$ cat config.mk
export PLATFORM = sky130hd
export DESIGN_NAME = cache_victim_select
export DESIGN_NICKNAME = d
export VERILOG_FILES = /design/src/design/cache_pkg.sv /design/src/design/cache_victim_select.sv
export SDC_FILE = /design/constraint.sdc
export NUM_CORES = 1
export LEC_CHECK = 0
export BUFFER_PORTS_ARGS = -buffer_cell sky130_fd_sc_hd__buf_2
export CAP_MARGIN = 20
export CORE_AREA = 5 5 42 44
export CTS_CLUSTER_SIZE = 10
export DETAILED_ROUTE_END_ITERATION = 7
export DIE_AREA = 0 0 47 49
export HOLD_SLACK_MARGIN = 0.02
export MAX_ROUTING_LAYER = met4
export PLACE_DENSITY = 0.65
export SYNTH_ARGS = -nofsm -noshare
export SYNTH_HDL_FRONTEND = slang
export SYNTH_SLANG_ARGS = --single-unit
$ cat constraint.sdc
create_clock -name clk -period 2.84 [get_ports clk]
set_clock_uncertainty 0.1 [all_clocks]
set_input_delay 0.568 -clock clk [delete_from_list [all_inputs] [get_ports clk]]
set_output_delay 0.568 -clock clk [all_outputs]
set_load 0.005 [all_outputs]
$ cat src/design/cache_pkg.sv
// cache package: shared bus widths, replacement LFSR constants and controller states
package cache_pkg;

    // cpu and memory port widths
    localparam int ADDR_W = 32;
    localparam int WORD_W = 32;
    localparam int STRB_W = WORD_W / 8;

    // replacement LFSR, 16-bit maximal length (taps 16,14,13,11)
    localparam int LFSR_W = 16;
    localparam logic [LFSR_W-1:0] LFSR_SEED = 16'hace1;

    // main controller states
    typedef enum logic [2:0] {
        IDLE       = 3'd0,
        LOOKUP     = 3'd1,
        MISS       = 3'd2, // clean victim, fetch line
        DIRTY_MISS = 3'd3, // wait for write-back slot
        REPLACE    = 3'd4, // write back victim, request refill
        REFILL     = 3'd5
    } cache_state_e;

endpackage

$ cat src/design/cache_victim_select.sv
// victim select: replacement way choice, first invalid way else pseudo-random from an LFSR
`timescale 1ns/100ps

module cache_victim_select
    import cache_pkg::*;
#(
    parameter int NUM_WAY = 2
) (
    input  logic               clk,
    input  logic               reset,
    input  logic               lookup_en,
    input  logic [NUM_WAY-1:0] valid_ways,
    output logic [NUM_WAY-1:0] replace_way
);

    logic [LFSR_W-1:0]  lfsr;
    logic               feedback;
    logic [NUM_WAY-1:0] invalid_ways;

    assign feedback     = lfsr[15] ^ lfsr[13] ^ lfsr[12] ^ lfsr[10];
    assign invalid_ways = ~valid_ways;

    always_ff @(posedge clk) begin
        if (reset)
            lfsr <= LFSR_SEED;
        else if (lookup_en)
            lfsr <= {lfsr[LFSR_W-2:0], feedback}; // one step per lookup
    end

    always_comb begin
        if (|invalid_ways)
            replace_way = invalid_ways & (~invalid_ways + 1'b1); // lowest invalid
        else
            replace_way = NUM_WAY'(1) << (lfsr % NUM_WAY);
    end

    assert property (@(posedge clk) disable iff (reset) $onehot(replace_way))
        else $error("victim select: replace way not one-hot");

endmodule

==> out/results.tsv <==
stage	metric	value	unit
clocking	clock_latency	0.28	ns
route	routed_via_density	4.72	
min_path	min_from	lfsr[11]	
global_routing	first_global_vias	328	
worst_setup_path	crit_path_max_fanout	2	
layout	n_fill_cell	150	
pwr	power.share.combinational	10.4	%
layout	multi_input_area	251	µm²
synth	ys_types	12	
synth	ys_seq_area_share	52.1	%
synth	yosys_warnings	0	
placed_design	port_buffers	6	
sta	tightest_slew	0.455	ns
sta	timing.slew.headroom	69.7	%
worst_setup_path	critPathRequiredTime	2.17	ns
synth	synthTopCellsByArea	dfxtp_1 52%, mux2i_1 24%, nor2_1 4.9%	
sta	whs	0.380	ns
layout	num-nets-final	71	
worst_setup_path	cpPeakStageDelay	0.16	ns
layout	area_delta_synth_final	8.96	%
die	fp.dieH	49	µm
worst_setup_path	crit_buf_inv	4	
pwr	p_seq_share	56.3	%
die	core-area	1400	µm²
synth	yosysTopAreaCell	dfxtp_1	
die	die_area	2300	µm²
clocking	hold_buffers	0	
synth	synth_top_area_share	52.1	%
min_path	holdPathEnd	lfsr[11]	
worst_setup_path	cpLargestDelayFamily	buffers and inverters	
pwr	fin_total_pwr	0.000444	W
global_routing	track_usage	9.09	%
layout	regArea	320	µm²
clocking	cts.path.max_buffers	2	
route	detail_route.wl_per_cell	10.4	µm
layout	final_cell_mix	16 x dfxtp_1, 15 x mux2i_1, 8 x nor2_1	
worst_setup_path	r2r-start	lfsr[12]	
sta	setup_violations	0	
pwr	power.clock.fraction	33.2	%
route	vias	382	
layout	regMostFlops	lfsr	
worst_setup_path	r2r_end	lfsr[0]	
placed_design	hpwl	583	µm
clocking	cts_sinks	16	
pwr	ir_drop	0.379	mV
pwr	power.density	663	nW/µm²
pwr	p_sw	0.000101	W
global_routing	grt_max_degree	18	
worst_setup_path	arrival	0.98	ns
worst_setup_path	end_kind	primary output	
die	num_rows	14	
worst_setup_path	critPathLaunchType	input pin	
clocking	post_cts_buffers	0	
pwr	swShare	22.7	%
die	die_w	47	µm
sta	rsz0062_at_grt	no	
synth	syn_area	614	µm²
synth	ys_ff_latch	16	
job	drv_cap	0	
layout	fin_util	47.8	%
die	start_util	43.8	%
layout	fin_area	669	µm²
die	pin_count	7	
sta	final_max_slew_viol_count	0	
synth	synth_cells	58	
pwr	p_leak	0.319	nW
sta	max_freq	608	MHz
clocking	cts-buffers-inserted	3	
clocking	cts_root_buffer	clkbuf_4	
worst_setup_path	worstRegToRegCells	3	
worst_setup_path	cp_num_cells	5	
layout	antennaDiodeCount	0	
route	drtPass1Iterations	3	
worst_setup_path	cpMaxStageDelayCell	o21a_1	
min_path	whs_path_depth	2	
status	status	complete, no violations	
synth	syn_nets	63	
global_routing	antenna_found_initial	0	
global_routing	grt_pass1_wl	1430	µm
clocking	cts.htree.levels	1	
clocking	cts_tree	done	
clocking	ctsResizeCount	0	
sta	period_needed	1.65	ns
worst_setup_path	crit_path_cell_trace	buf_2 > inv_1 > o21a_1 > inv_1 > buf_2	
worst_setup_path	worstSetupPathType	input pin to primary output	
route	wirelength	842	µm
route	drc	0	
layout	reg.largest.list	lfsr: 16 flops	
pwr	internal_power	0.000343	W
route	ant_nets	0	
sta	tns	0	ns
worst_setup_path	r2r_slack	1.84	ns
min_path	holdCritPathClass	flip-flop to flip-flop	
clocking	clk_pin_slew	0.09	ns
synth	syn_avg_cell_area	10.6	µm²
route	drt_iter0_drc	3	
layout	largest_reg_flops	16	
sta	period_share	57.9	%
placed_design	dpl-instance-area	633	µm²
sta	hold_viol	0	
layout	drive_gt1_share	15.4	%
global_routing	grt_overflow	0	
layout	mostFrequentLayoutCell	dfxtp_1	
placed_design	gp_congestion	0.697	
[logic make-up after synthesis]
family                    Yosys count  share of synthesized area, %
DFF                                16                          52.1
buffers and inverters               6                          6.92
xor gates and xnor gates            3                          4.28
muxes                              15                          24.4
AOI/OAI and AO/OA                   2                          2.24
and+or+nand+nor                    16                          9.98
[cell usage after synthesis]
library cell / n
mux2i_1: 15
nor2_1: 8
buf_6: 1
inv_1: 3
dfxtp_1: 16
o21a_1: 1
xnor2_1: 3
nor3_1: 1
a31oi_1: 1
clkbuf_2: 1
nand2_1: 7
buf_8: 1
[worst max-delay path by stage]
| stage | slack, ns | endpoint | start |
|---|---|---|---|
| global placement | 1.20 | replace_way[0] | valid_ways[1] |
| floorplan | 1.35 | replace_way[0] | valid_ways[1] |
| global route | 1.13 | replace_way[0] | lfsr[0] |
| detailed placement | 1.19 | replace_way[0] | valid_ways[1] |
| CTS | 1.19 | replace_way[0] | valid_ways[1] |
| finish | 1.19 | replace_way[0] | valid_ways[1] |
[layout make-up]
class	count	share of cell area, %
clock buffer	4	5.42
inverter	3	1.68
tap	16	2.99
multi-input combinational	36	37.6
sequential	16	47.9
timing repair buffer	6	4.49
[per-layer routing]
layer | vias up | GRT usage (%) | wire (µm)
li1 | 201 | - | -
met1 | 172 | 11.5 | 413
met2 | 6 | 10.6 | 356
met3 | 3 | 4.43 | 50
met4 | 0 | 6.91 | 22
met5 | - | - | 0
[power groups by stage]
stage | clock, W | combinational (W) | sequential [W]
3_3_place_gp | 0 | 0.0000458 | 0.000255
6_report | 0.000147 | 0.0000464 | 0.000250
5_1_grt | 0.000168 | 0.0000518 | 0.000252
3_5_place_dp | 0 | 0.0000469 | 0.000256
4_1_cts | 0.000156 | 0.0000471 | 0.000250
2_1_floorplan | 0 | 0.0000418 | 0.000253
[stage by stage]
stage          instances  setup WS (ns)
2_1_floorplan         58           1.35
3_3_place_gp          77           1.20
3_5_place_dp          77           1.19
4_1_cts               81           1.19
5_1_grt               81           1.13
6_report              81           1.19
[tightest hold or removal path: stages, from the launching register on]
cell	delay (ns)
dfxtp_1	0.34
mux2i_1	0.07
nand2_1	0.06
No activity file was read; power rests on OpenSTA's default activity.
