==> src/design/cache_pkg.sv <==
// cache package: shared bus widths, replacement LFSR constants and controller states
package cache_pkg;

    // cpu and memory port widths
    localparam int ADDR_W = 32;
    localparam int WORD_W = 32;
    localparam int STRB_W = WORD_W / 8;

    // replacement LFSR, 16-bit maximal length (taps 16,14,13,11)
    localparam int LFSR_W = 16;
    localparam logic [LFSR_W-1:0] LFSR_SEED = 16'hace1;

    // main controller states
    typedef enum logic [2:0] {
        IDLE       = 3'd0,
        LOOKUP     = 3'd1,
        MISS       = 3'd2, // clean victim, fetch line
        DIRTY_MISS = 3'd3, // wait for write-back slot
        REPLACE    = 3'd4, // write back victim, request refill
        REFILL     = 3'd5
    } cache_state_e;

endpackage

==> src/design/cache_ctrl.sv <==
// cache controller: request FSM, hit service, write-back and line refill with write merge
`timescale 1ns/100ps

module cache_ctrl
    import cache_pkg::*;
#(
    parameter int NUM_WAY        = 2,
    parameter int NUM_LINE       = 256,
    parameter int BYTES_PER_LINE = 16
) (
    input  logic                                    clk,
    input  logic                                    reset,
    input  logic                                    valid,
    input  logic                                    write,
    input  logic [ADDR_W-1:0]                       addr,
    input  logic [STRB_W-1:0]                       wstrb,
    input  logic [WORD_W-1:0]                       wdata,
    output logic                                    addr_ok,
    output logic                                    data_ok,
    output logic [WORD_W-1:0]                       rdata,
    input  logic [NUM_WAY-1:0]                      hit_way,
    input  logic [NUM_WAY-1:0]                      valid_ways,
    input  logic [NUM_WAY-1:0]                      dirty_ways,
    input  logic [ADDR_W-$clog2(NUM_LINE)-$clog2(BYTES_PER_LINE)-1:0] victim_tag,
    input  logic [WORD_W-1:0]                       read_word,
    input  logic [BYTES_PER_LINE*8-1:0]             victim_line,
    input  logic [NUM_WAY-1:0]                      replace_way,
    output logic [$clog2(NUM_LINE)-1:0]             read_index,
    output logic [$clog2(BYTES_PER_LINE/STRB_W)-1:0] read_bank,
    output logic [ADDR_W-$clog2(NUM_LINE)-$clog2(BYTES_PER_LINE)-1:0] lookup_tag,
    output logic                                    lookup_en,
    output logic [NUM_WAY-1:0]                      victim_way,
    output logic                                    tag_we,
    output logic [NUM_WAY-1:0]                      tag_way,
    output logic [ADDR_W-$clog2(NUM_LINE)-$clog2(BYTES_PER_LINE)-1:0] tag_wdata,
    output logic [$clog2(NUM_LINE)-1:0]             write_index,
    output logic                                    dirty_set,
    output logic [NUM_WAY-1:0]                      dirty_way,
    output logic                                    data_we,
    output logic [NUM_WAY-1:0]                      data_way,
    output logic [$clog2(BYTES_PER_LINE/STRB_W)-1:0] data_bank,
    output logic [STRB_W-1:0]                       data_strb,
    output logic [WORD_W-1:0]                       data_wdata,
    output logic                                    rd_req,
    input  logic                                    rd_rdy,
    output logic [ADDR_W-1:0]                       rd_addr,
    input  logic                                    ret_valid,
    input  logic                                    ret_last,
    input  logic [WORD_W-1:0]                       ret_data,
    output logic                                    wr_req,
    input  logic                                    wr_rdy,
    output logic [ADDR_W-1:0]                       wr_addr,
    output logic [BYTES_PER_LINE*8-1:0]             wr_data
);

    localparam int OFFSET_W = $clog2(BYTES_PER_LINE);
    localparam int INDEX_W  = $clog2(NUM_LINE);
    localparam int TAG_W    = ADDR_W - INDEX_W - OFFSET_W;
    localparam int BANK_W   = $clog2(BYTES_PER_LINE / STRB_W);

    cache_state_e state;
    cache_state_e state_next;

    // request buffer
    logic [TAG_W-1:0]   req_tag;
    logic [INDEX_W-1:0] req_index;
    logic [BANK_W-1:0]  req_bank;
    logic               req_write;
    logic [STRB_W-1:0]  req_wstrb;
    logic [WORD_W-1:0]  req_wdata;

    logic              hit;
    logic              victim_dirty;
    logic              first_replace;
    logic [BANK_W-1:0] refill_cnt;
    logic              refill_beat;
    logic              refill_req_word;
    logic [WORD_W-1:0] merged_word;
    logic              lookup_ok;
    logic              refill_ok;

    assign hit          = |hit_way;
    assign victim_dirty = |(replace_way & valid_ways & dirty_ways);
    assign addr_ok      = (state == IDLE) && valid;

    always_ff @(posedge clk) begin
        if (addr_ok) begin
            req_tag   <= addr[ADDR_W-1 -: TAG_W];
            req_index <= addr[OFFSET_W +: INDEX_W];
            req_bank  <= addr[2 +: BANK_W];
            req_write <= write;
            req_wstrb <= wstrb;
            req_wdata <= wdata;
        end
        if (state == LOOKUP)
            victim_way <= replace_way;
    end

    always_comb begin
        state_next = state;
        case (state)
            IDLE:       if (valid) state_next = LOOKUP;
            LOOKUP: begin
                if (hit)
                    state_next = IDLE;
                else if (victim_dirty)
                    state_next = DIRTY_MISS;
                else
                    state_next = MISS;
            end
            MISS:       if (rd_rdy) state_next = REFILL;
            DIRTY_MISS: if (wr_rdy) state_next = REPLACE;
            REPLACE:    if (rd_rdy) state_next = REFILL;
            REFILL:     if (ret_valid && ret_last) state_next = IDLE;
            default:    state_next = IDLE;
        endcase
    end

    always_ff @(posedge clk) begin
        if (reset) begin
            state         <= IDLE;
            first_replace <= 1'b0;
        end else begin
            state         <= state_next;
            first_replace <= (state == DIRTY_MISS) && wr_rdy;
        end
    end

    always_ff @(posedge clk) begin
        if (reset || state != REFILL)
            refill_cnt <= '0;
        else if (ret_valid)
            refill_cnt <= refill_cnt + 1'b1;
    end

    // store side lookups
    assign read_index = (state == IDLE) ? addr[OFFSET_W +: INDEX_W] : req_index;
    assign read_bank  = req_bank;
    assign lookup_tag = req_tag;
    assign lookup_en  = (state == LOOKUP);

    assign refill_beat     = (state == REFILL) && ret_valid;
    assign refill_req_word = (refill_cnt == req_bank);

    // pending write bytes land on the returning word
    always_comb begin
        for (int b = 0; b < STRB_W; b++)
            merged_word[b*8 +: 8] = req_wstrb[b] ? req_wdata[b*8 +: 8] : ret_data[b*8 +: 8];
    end

    always_comb begin
        data_we     = 1'b0;
        data_way    = victim_way;
        data_bank   = refill_cnt;
        data_strb   = '1;
        data_wdata  = (req_write && refill_req_word) ? merged_word : ret_data;
        dirty_set   = 1'b0;
        dirty_way   = victim_way;
        if (state == LOOKUP) begin
            data_we    = hit && req_write;
            data_way   = hit_way;
            data_bank  = req_bank;
            data_strb  = req_wstrb;
            data_wdata = req_wdata;
            dirty_set  = hit && req_write;
            dirty_way  = hit_way;
        end else if (refill_beat) begin
            data_we   = 1'b1;
            dirty_set = ret_last && req_write; // line arrives already modified
        end
    end

    assign tag_we      = refill_beat && ret_last;
    assign tag_way     = victim_way;
    assign tag_wdata   = req_tag;
    assign write_index = req_index;

    // cpu response
    assign lookup_ok = (state == LOOKUP) && (hit || req_write); // writes never stall
    assign refill_ok = refill_beat && refill_req_word && !req_write;
    assign data_ok   = lookup_ok || refill_ok;
    assign rdata     = lookup_ok ? read_word : ret_data;

    // memory side
    assign rd_req  = (state == MISS) || (state == REPLACE);
    assign rd_addr = {req_tag, req_index, {OFFSET_W{1'b0}}};
    assign wr_req  = first_replace;
    assign wr_addr = {victim_tag, req_index, {OFFSET_W{1'b0}}};
    assign wr_data = victim_line;

    assert property (@(posedge clk) disable iff (reset) ret_valid |-> state == REFILL)
        else $error("cache ctrl: refill data outside REFILL");

    assert property (@(posedge clk) disable iff (reset) wr_req |=> !wr_req)
        else $error("cache ctrl: wr_req held longer than one cycle");

endmodule

==> config.mk <==
export PLATFORM = sky130hd
export DESIGN_NAME = cache_ctrl
export DESIGN_NICKNAME = d
export VERILOG_FILES = /design/src/design/cache_pkg.sv /design/src/design/cache_ctrl.sv
export SDC_FILE = /design/constraint.sdc
export NUM_CORES = 1
export LEC_CHECK = 0
export BUFFER_PORTS_ARGS = -buffer_cell sky130_fd_sc_hd__buf_2
export CELL_PAD_IN_SITES_DETAIL_PLACEMENT = 0
export CELL_PAD_IN_SITES_GLOBAL_PLACEMENT = 1
export CORE_AREA = 2 2 249 251
export CTS_CLUSTER_SIZE = 16
export DETAILED_ROUTE_END_ITERATION = 10
export DIE_AREA = 0 0 251 253
export PLACE_DENSITY = 0.51
export SYNTH_ARGS = -nofsm -noshare
export SYNTH_HDL_FRONTEND = slang
export SYNTH_SLANG_ARGS = --single-unit
==> constraint.sdc <==
create_clock -name clk -period 3.1 [get_ports clk]
set_clock_uncertainty 0.05 [all_clocks]
set_input_delay 0.155 -clock clk [delete_from_list [all_inputs] [get_ports clk]]
set_output_delay 0.155 -clock clk [all_outputs]
set_load 0.02 [all_outputs]
==> results.md <==
- Commonest cells after routing, fill and taps aside: 325 x buf_2, 71 x dlygate4sd3_1, 69 x edfxtp_1
- CTS Buf Count: 9
- Synth Register Bits: between 70 and 80
- Die ar.: 63500 µm²
- Kind of end point of the critical path: output pin
- Drc violations: 0
- Setup bufs post-CTS: 0
- Cts-stage hold buffer count: 71
- Cells after Synth: 557
- Clock share of power: roughly 30%
- Tot GR Track Use: ~10%
- Sequential share of the synthesized area: between 30% and 40%
- Skew-Pair Late Insertion Delay: 0.38 ns
- First-pass GRT wire length: ~43000 µm
- Total negative setup slack: 0 ns
- I/O pins: about 630
- Root buffer cell: clkbuf_16
- Final Non-Filler Cells: between 1500 and 2000
- DR iter-0 viols: 200
- Routed WL per cell: between 20 and 25 µm
- Crit path arrival time: 2.64 ns
- Register clock-pin slew on the reported worst setup and hold paths: 0.08 ns
- Port Buffers: between 300 and 400
- Synth cell types: 45
- First drt pass iteration count: 4
- Worst endpoint required time: around 2.9 ns
- # H-tree levels: 3
- Yosys top cell area share: a little under two fifths
- Clock sink count: 75
- Async SR Flop Fraction: 0%
- Status: complete, no violations
- Min Tclk post-route: approximately 2.8 ns
- Antenna-violating nets left: 0
- Number of synthesized flops with an enable pin: 69
- Share of power burned in registers: a little over a third
- Grt ovf: 0
- Die X: roughly 250 µm
- Avg Inst Size Synth: 10.1 µm²
- Largest net degree at the start of global routing: 40
- Via-to-Cell Ratio: approximately 3.1
- Final Hold Vio Count: 0
- Max-cap violations: 0
- Area of the core: 61000 µm²
- Max-Slew Margin vs Limit: a little under three fifths
- Max Fclk: around 350 MHz
- Initial antenna violation count: 6
- Startpoint types: flop
- Leak pwr: roughly 3.2 nW
- RSZ-0062 raised after global routing: no
- Layout Nets: just over 1000
- Synthesis Warnings: 0
- Row count: 91
- Sw frac: between 30% and 40%
- Area Overhead vs Synth: 36.6%
- CTS tree: built
- Cell-internal power: approximately 2.3 mW
- HP Class: in -> reg
- Via count: 4797
- Filler Cells Inserted: between 7000 and 8000
- Post-CTS Resized: 0
- Share of cells above drive strength 1: between 50% and 60%
- Min Hold Slack: between 0.06 and 0.07 ns
- Synth Cell Area: ~5600 µm²
- Pwr/cell area: approximately 480 nW/µm²
- Crit Path Max Fanout: 19
- Final setup viols: 0
- Worst VDD drop: 0.253 mV
- Die height: about 250 µm
- WS Path Type: reg -> out
- Placed cell count: between 1000 and 1500
- Commonest non-fill, non-tap cell in the layout: buf_2
- Gate power share: 35.4%
- Synth area leaders: edfxtp_1 37%, buf_4 29%, mux2_2 7.6%, a32oi_1 4.8%, and3_1 3.8%
- Vias in the first global route: about 4700
- Main synth FF type: edfxtp_1
- RePlAce Congestion: ~0.73
- Longest Clk Path Bufs: 2
- Dpl hpwl: 28900 µm
- Period utilization: between 90% and 100%
- Pins Over Slew Limit: 0
- Area leader, netlist: edfxtp_1
- Psw: 1.45 mW
- Total Routed Length: around 34000 µm
- Worst-Margin Slew: around 0.66 ns
- Initial Utilization: 9.18%
[cells by family (layout without fill, tap and decap cells)]
group                     after synthesis  after routing  synth area share, %
xor gates and xnor gates                5              5                 1.05
muxes                                  40             40                 8.04
buffers and inverters                 246            430                 31.5
DFF                                    75             75                 39.1
other                                   1              9               0.0670
AOI/OAI and AO/OA                      75             75                 9.16
and+or+nand+nor                       115            115                 11.1
[registers in the layout, summed over array words and instances, names as in the netlist]
name	flops
wr_req	1
state	3
req_wstrb	4
req_write	1
lookup_tag	20
read_bank	2
req_wdata	32
tag_way	2
refill_cnt	2
write_index	8
[final timing paths]
| kind | startpoint | to | depth (start not counted) | slack (ns) |
|---|---|---|---|---|
| worst min register to register | refill_cnt[0] | refill_cnt[0] | 2 | 0.59 |
| worst max-delay path | state[0] | data_wdata[23] | 6 | 0.25 |
| worst max register to register | state[0] | tag_way[0] | 3 | 0.91 |
| worst min-delay path | ret_valid | refill_cnt[0] | 3 | 0.06 |
[cell type report]
type / count / area [µm²] / share of cell area [%]
Antenna cell: 1 / 2.50 / 0.0327
Timing Repair Buffer: 412 / 2480 / 32.5
Tap cell: 790 / 988 / 12.9
Clock inverter: 7 / 51.3 / 0.671
Multi-Input combinational cell: 243 / 1700 / 22.2
Sequential cell: 75 / 2190 / 28.7
Clock buffer: 9 / 225 / 2.95
Inverter: 2 / 7.51 / 0.0982
[per-stage QoR]
stage	cell area, µm²	util, %	power, mW	worst slack, ns
2_1_floorplan	5630	-	2.38	0.655
3_3_place_gp	6660	10.9	2.58	0.608
3_5_place_dp	6660	10.9	2.58	0.596
4_1_cts	7640	12.5	3.81	0.109
5_1_grt	7640	12.5	3.91	0.0136
6_report	7650	12.5	3.70	0.251
[synth_stat cells, types with 3 or more instances]
cell	instances
a32oi_1	31
and3_1	34
and4_1	4
buf_2	4
buf_4	216
buf_6	3
clkbuf_1	19
dfxtp_1	6
edfxtp_1	69
mux2_2	38
nand2_1	48
nand2b_1	4
nor2_1	4
nor3_1	4
o21ai_0	33
[power by group through the flow]
stage	logic (mW)	clock network, mW	registers, mW
2_1_floorplan	1.05	0	1.33
3_3_place_gp	1.27	0	1.31
3_5_place_dp	1.26	0	1.32
4_1_cts	1.34	1.18	1.30
5_1_grt	1.41	1.19	1.31
6_report	1.31	1.10	1.30
[layer usage]
metal / vias up / global-route usage (%) / wire, µm
met5: - / 0 / 13
met4: 2 / 5.26 / 1540
met3: 74 / 6.35 / 4750
met2: 404 / 20.2 / 18900
met1: 2190 / 7.74 / 9130
li1: 2127 / - / -
[critical path, cell delays in order, from the launching register on]
cell and delay [ns]:
dfxtp_1 0.55, or3b_4 0.54, inv_2 0.42, buf_4 0.35, a32oi_1 0.09, o21ai_0 0.09
buf_2 0.20
Note: power is estimated with default switching activity, not from simulation.
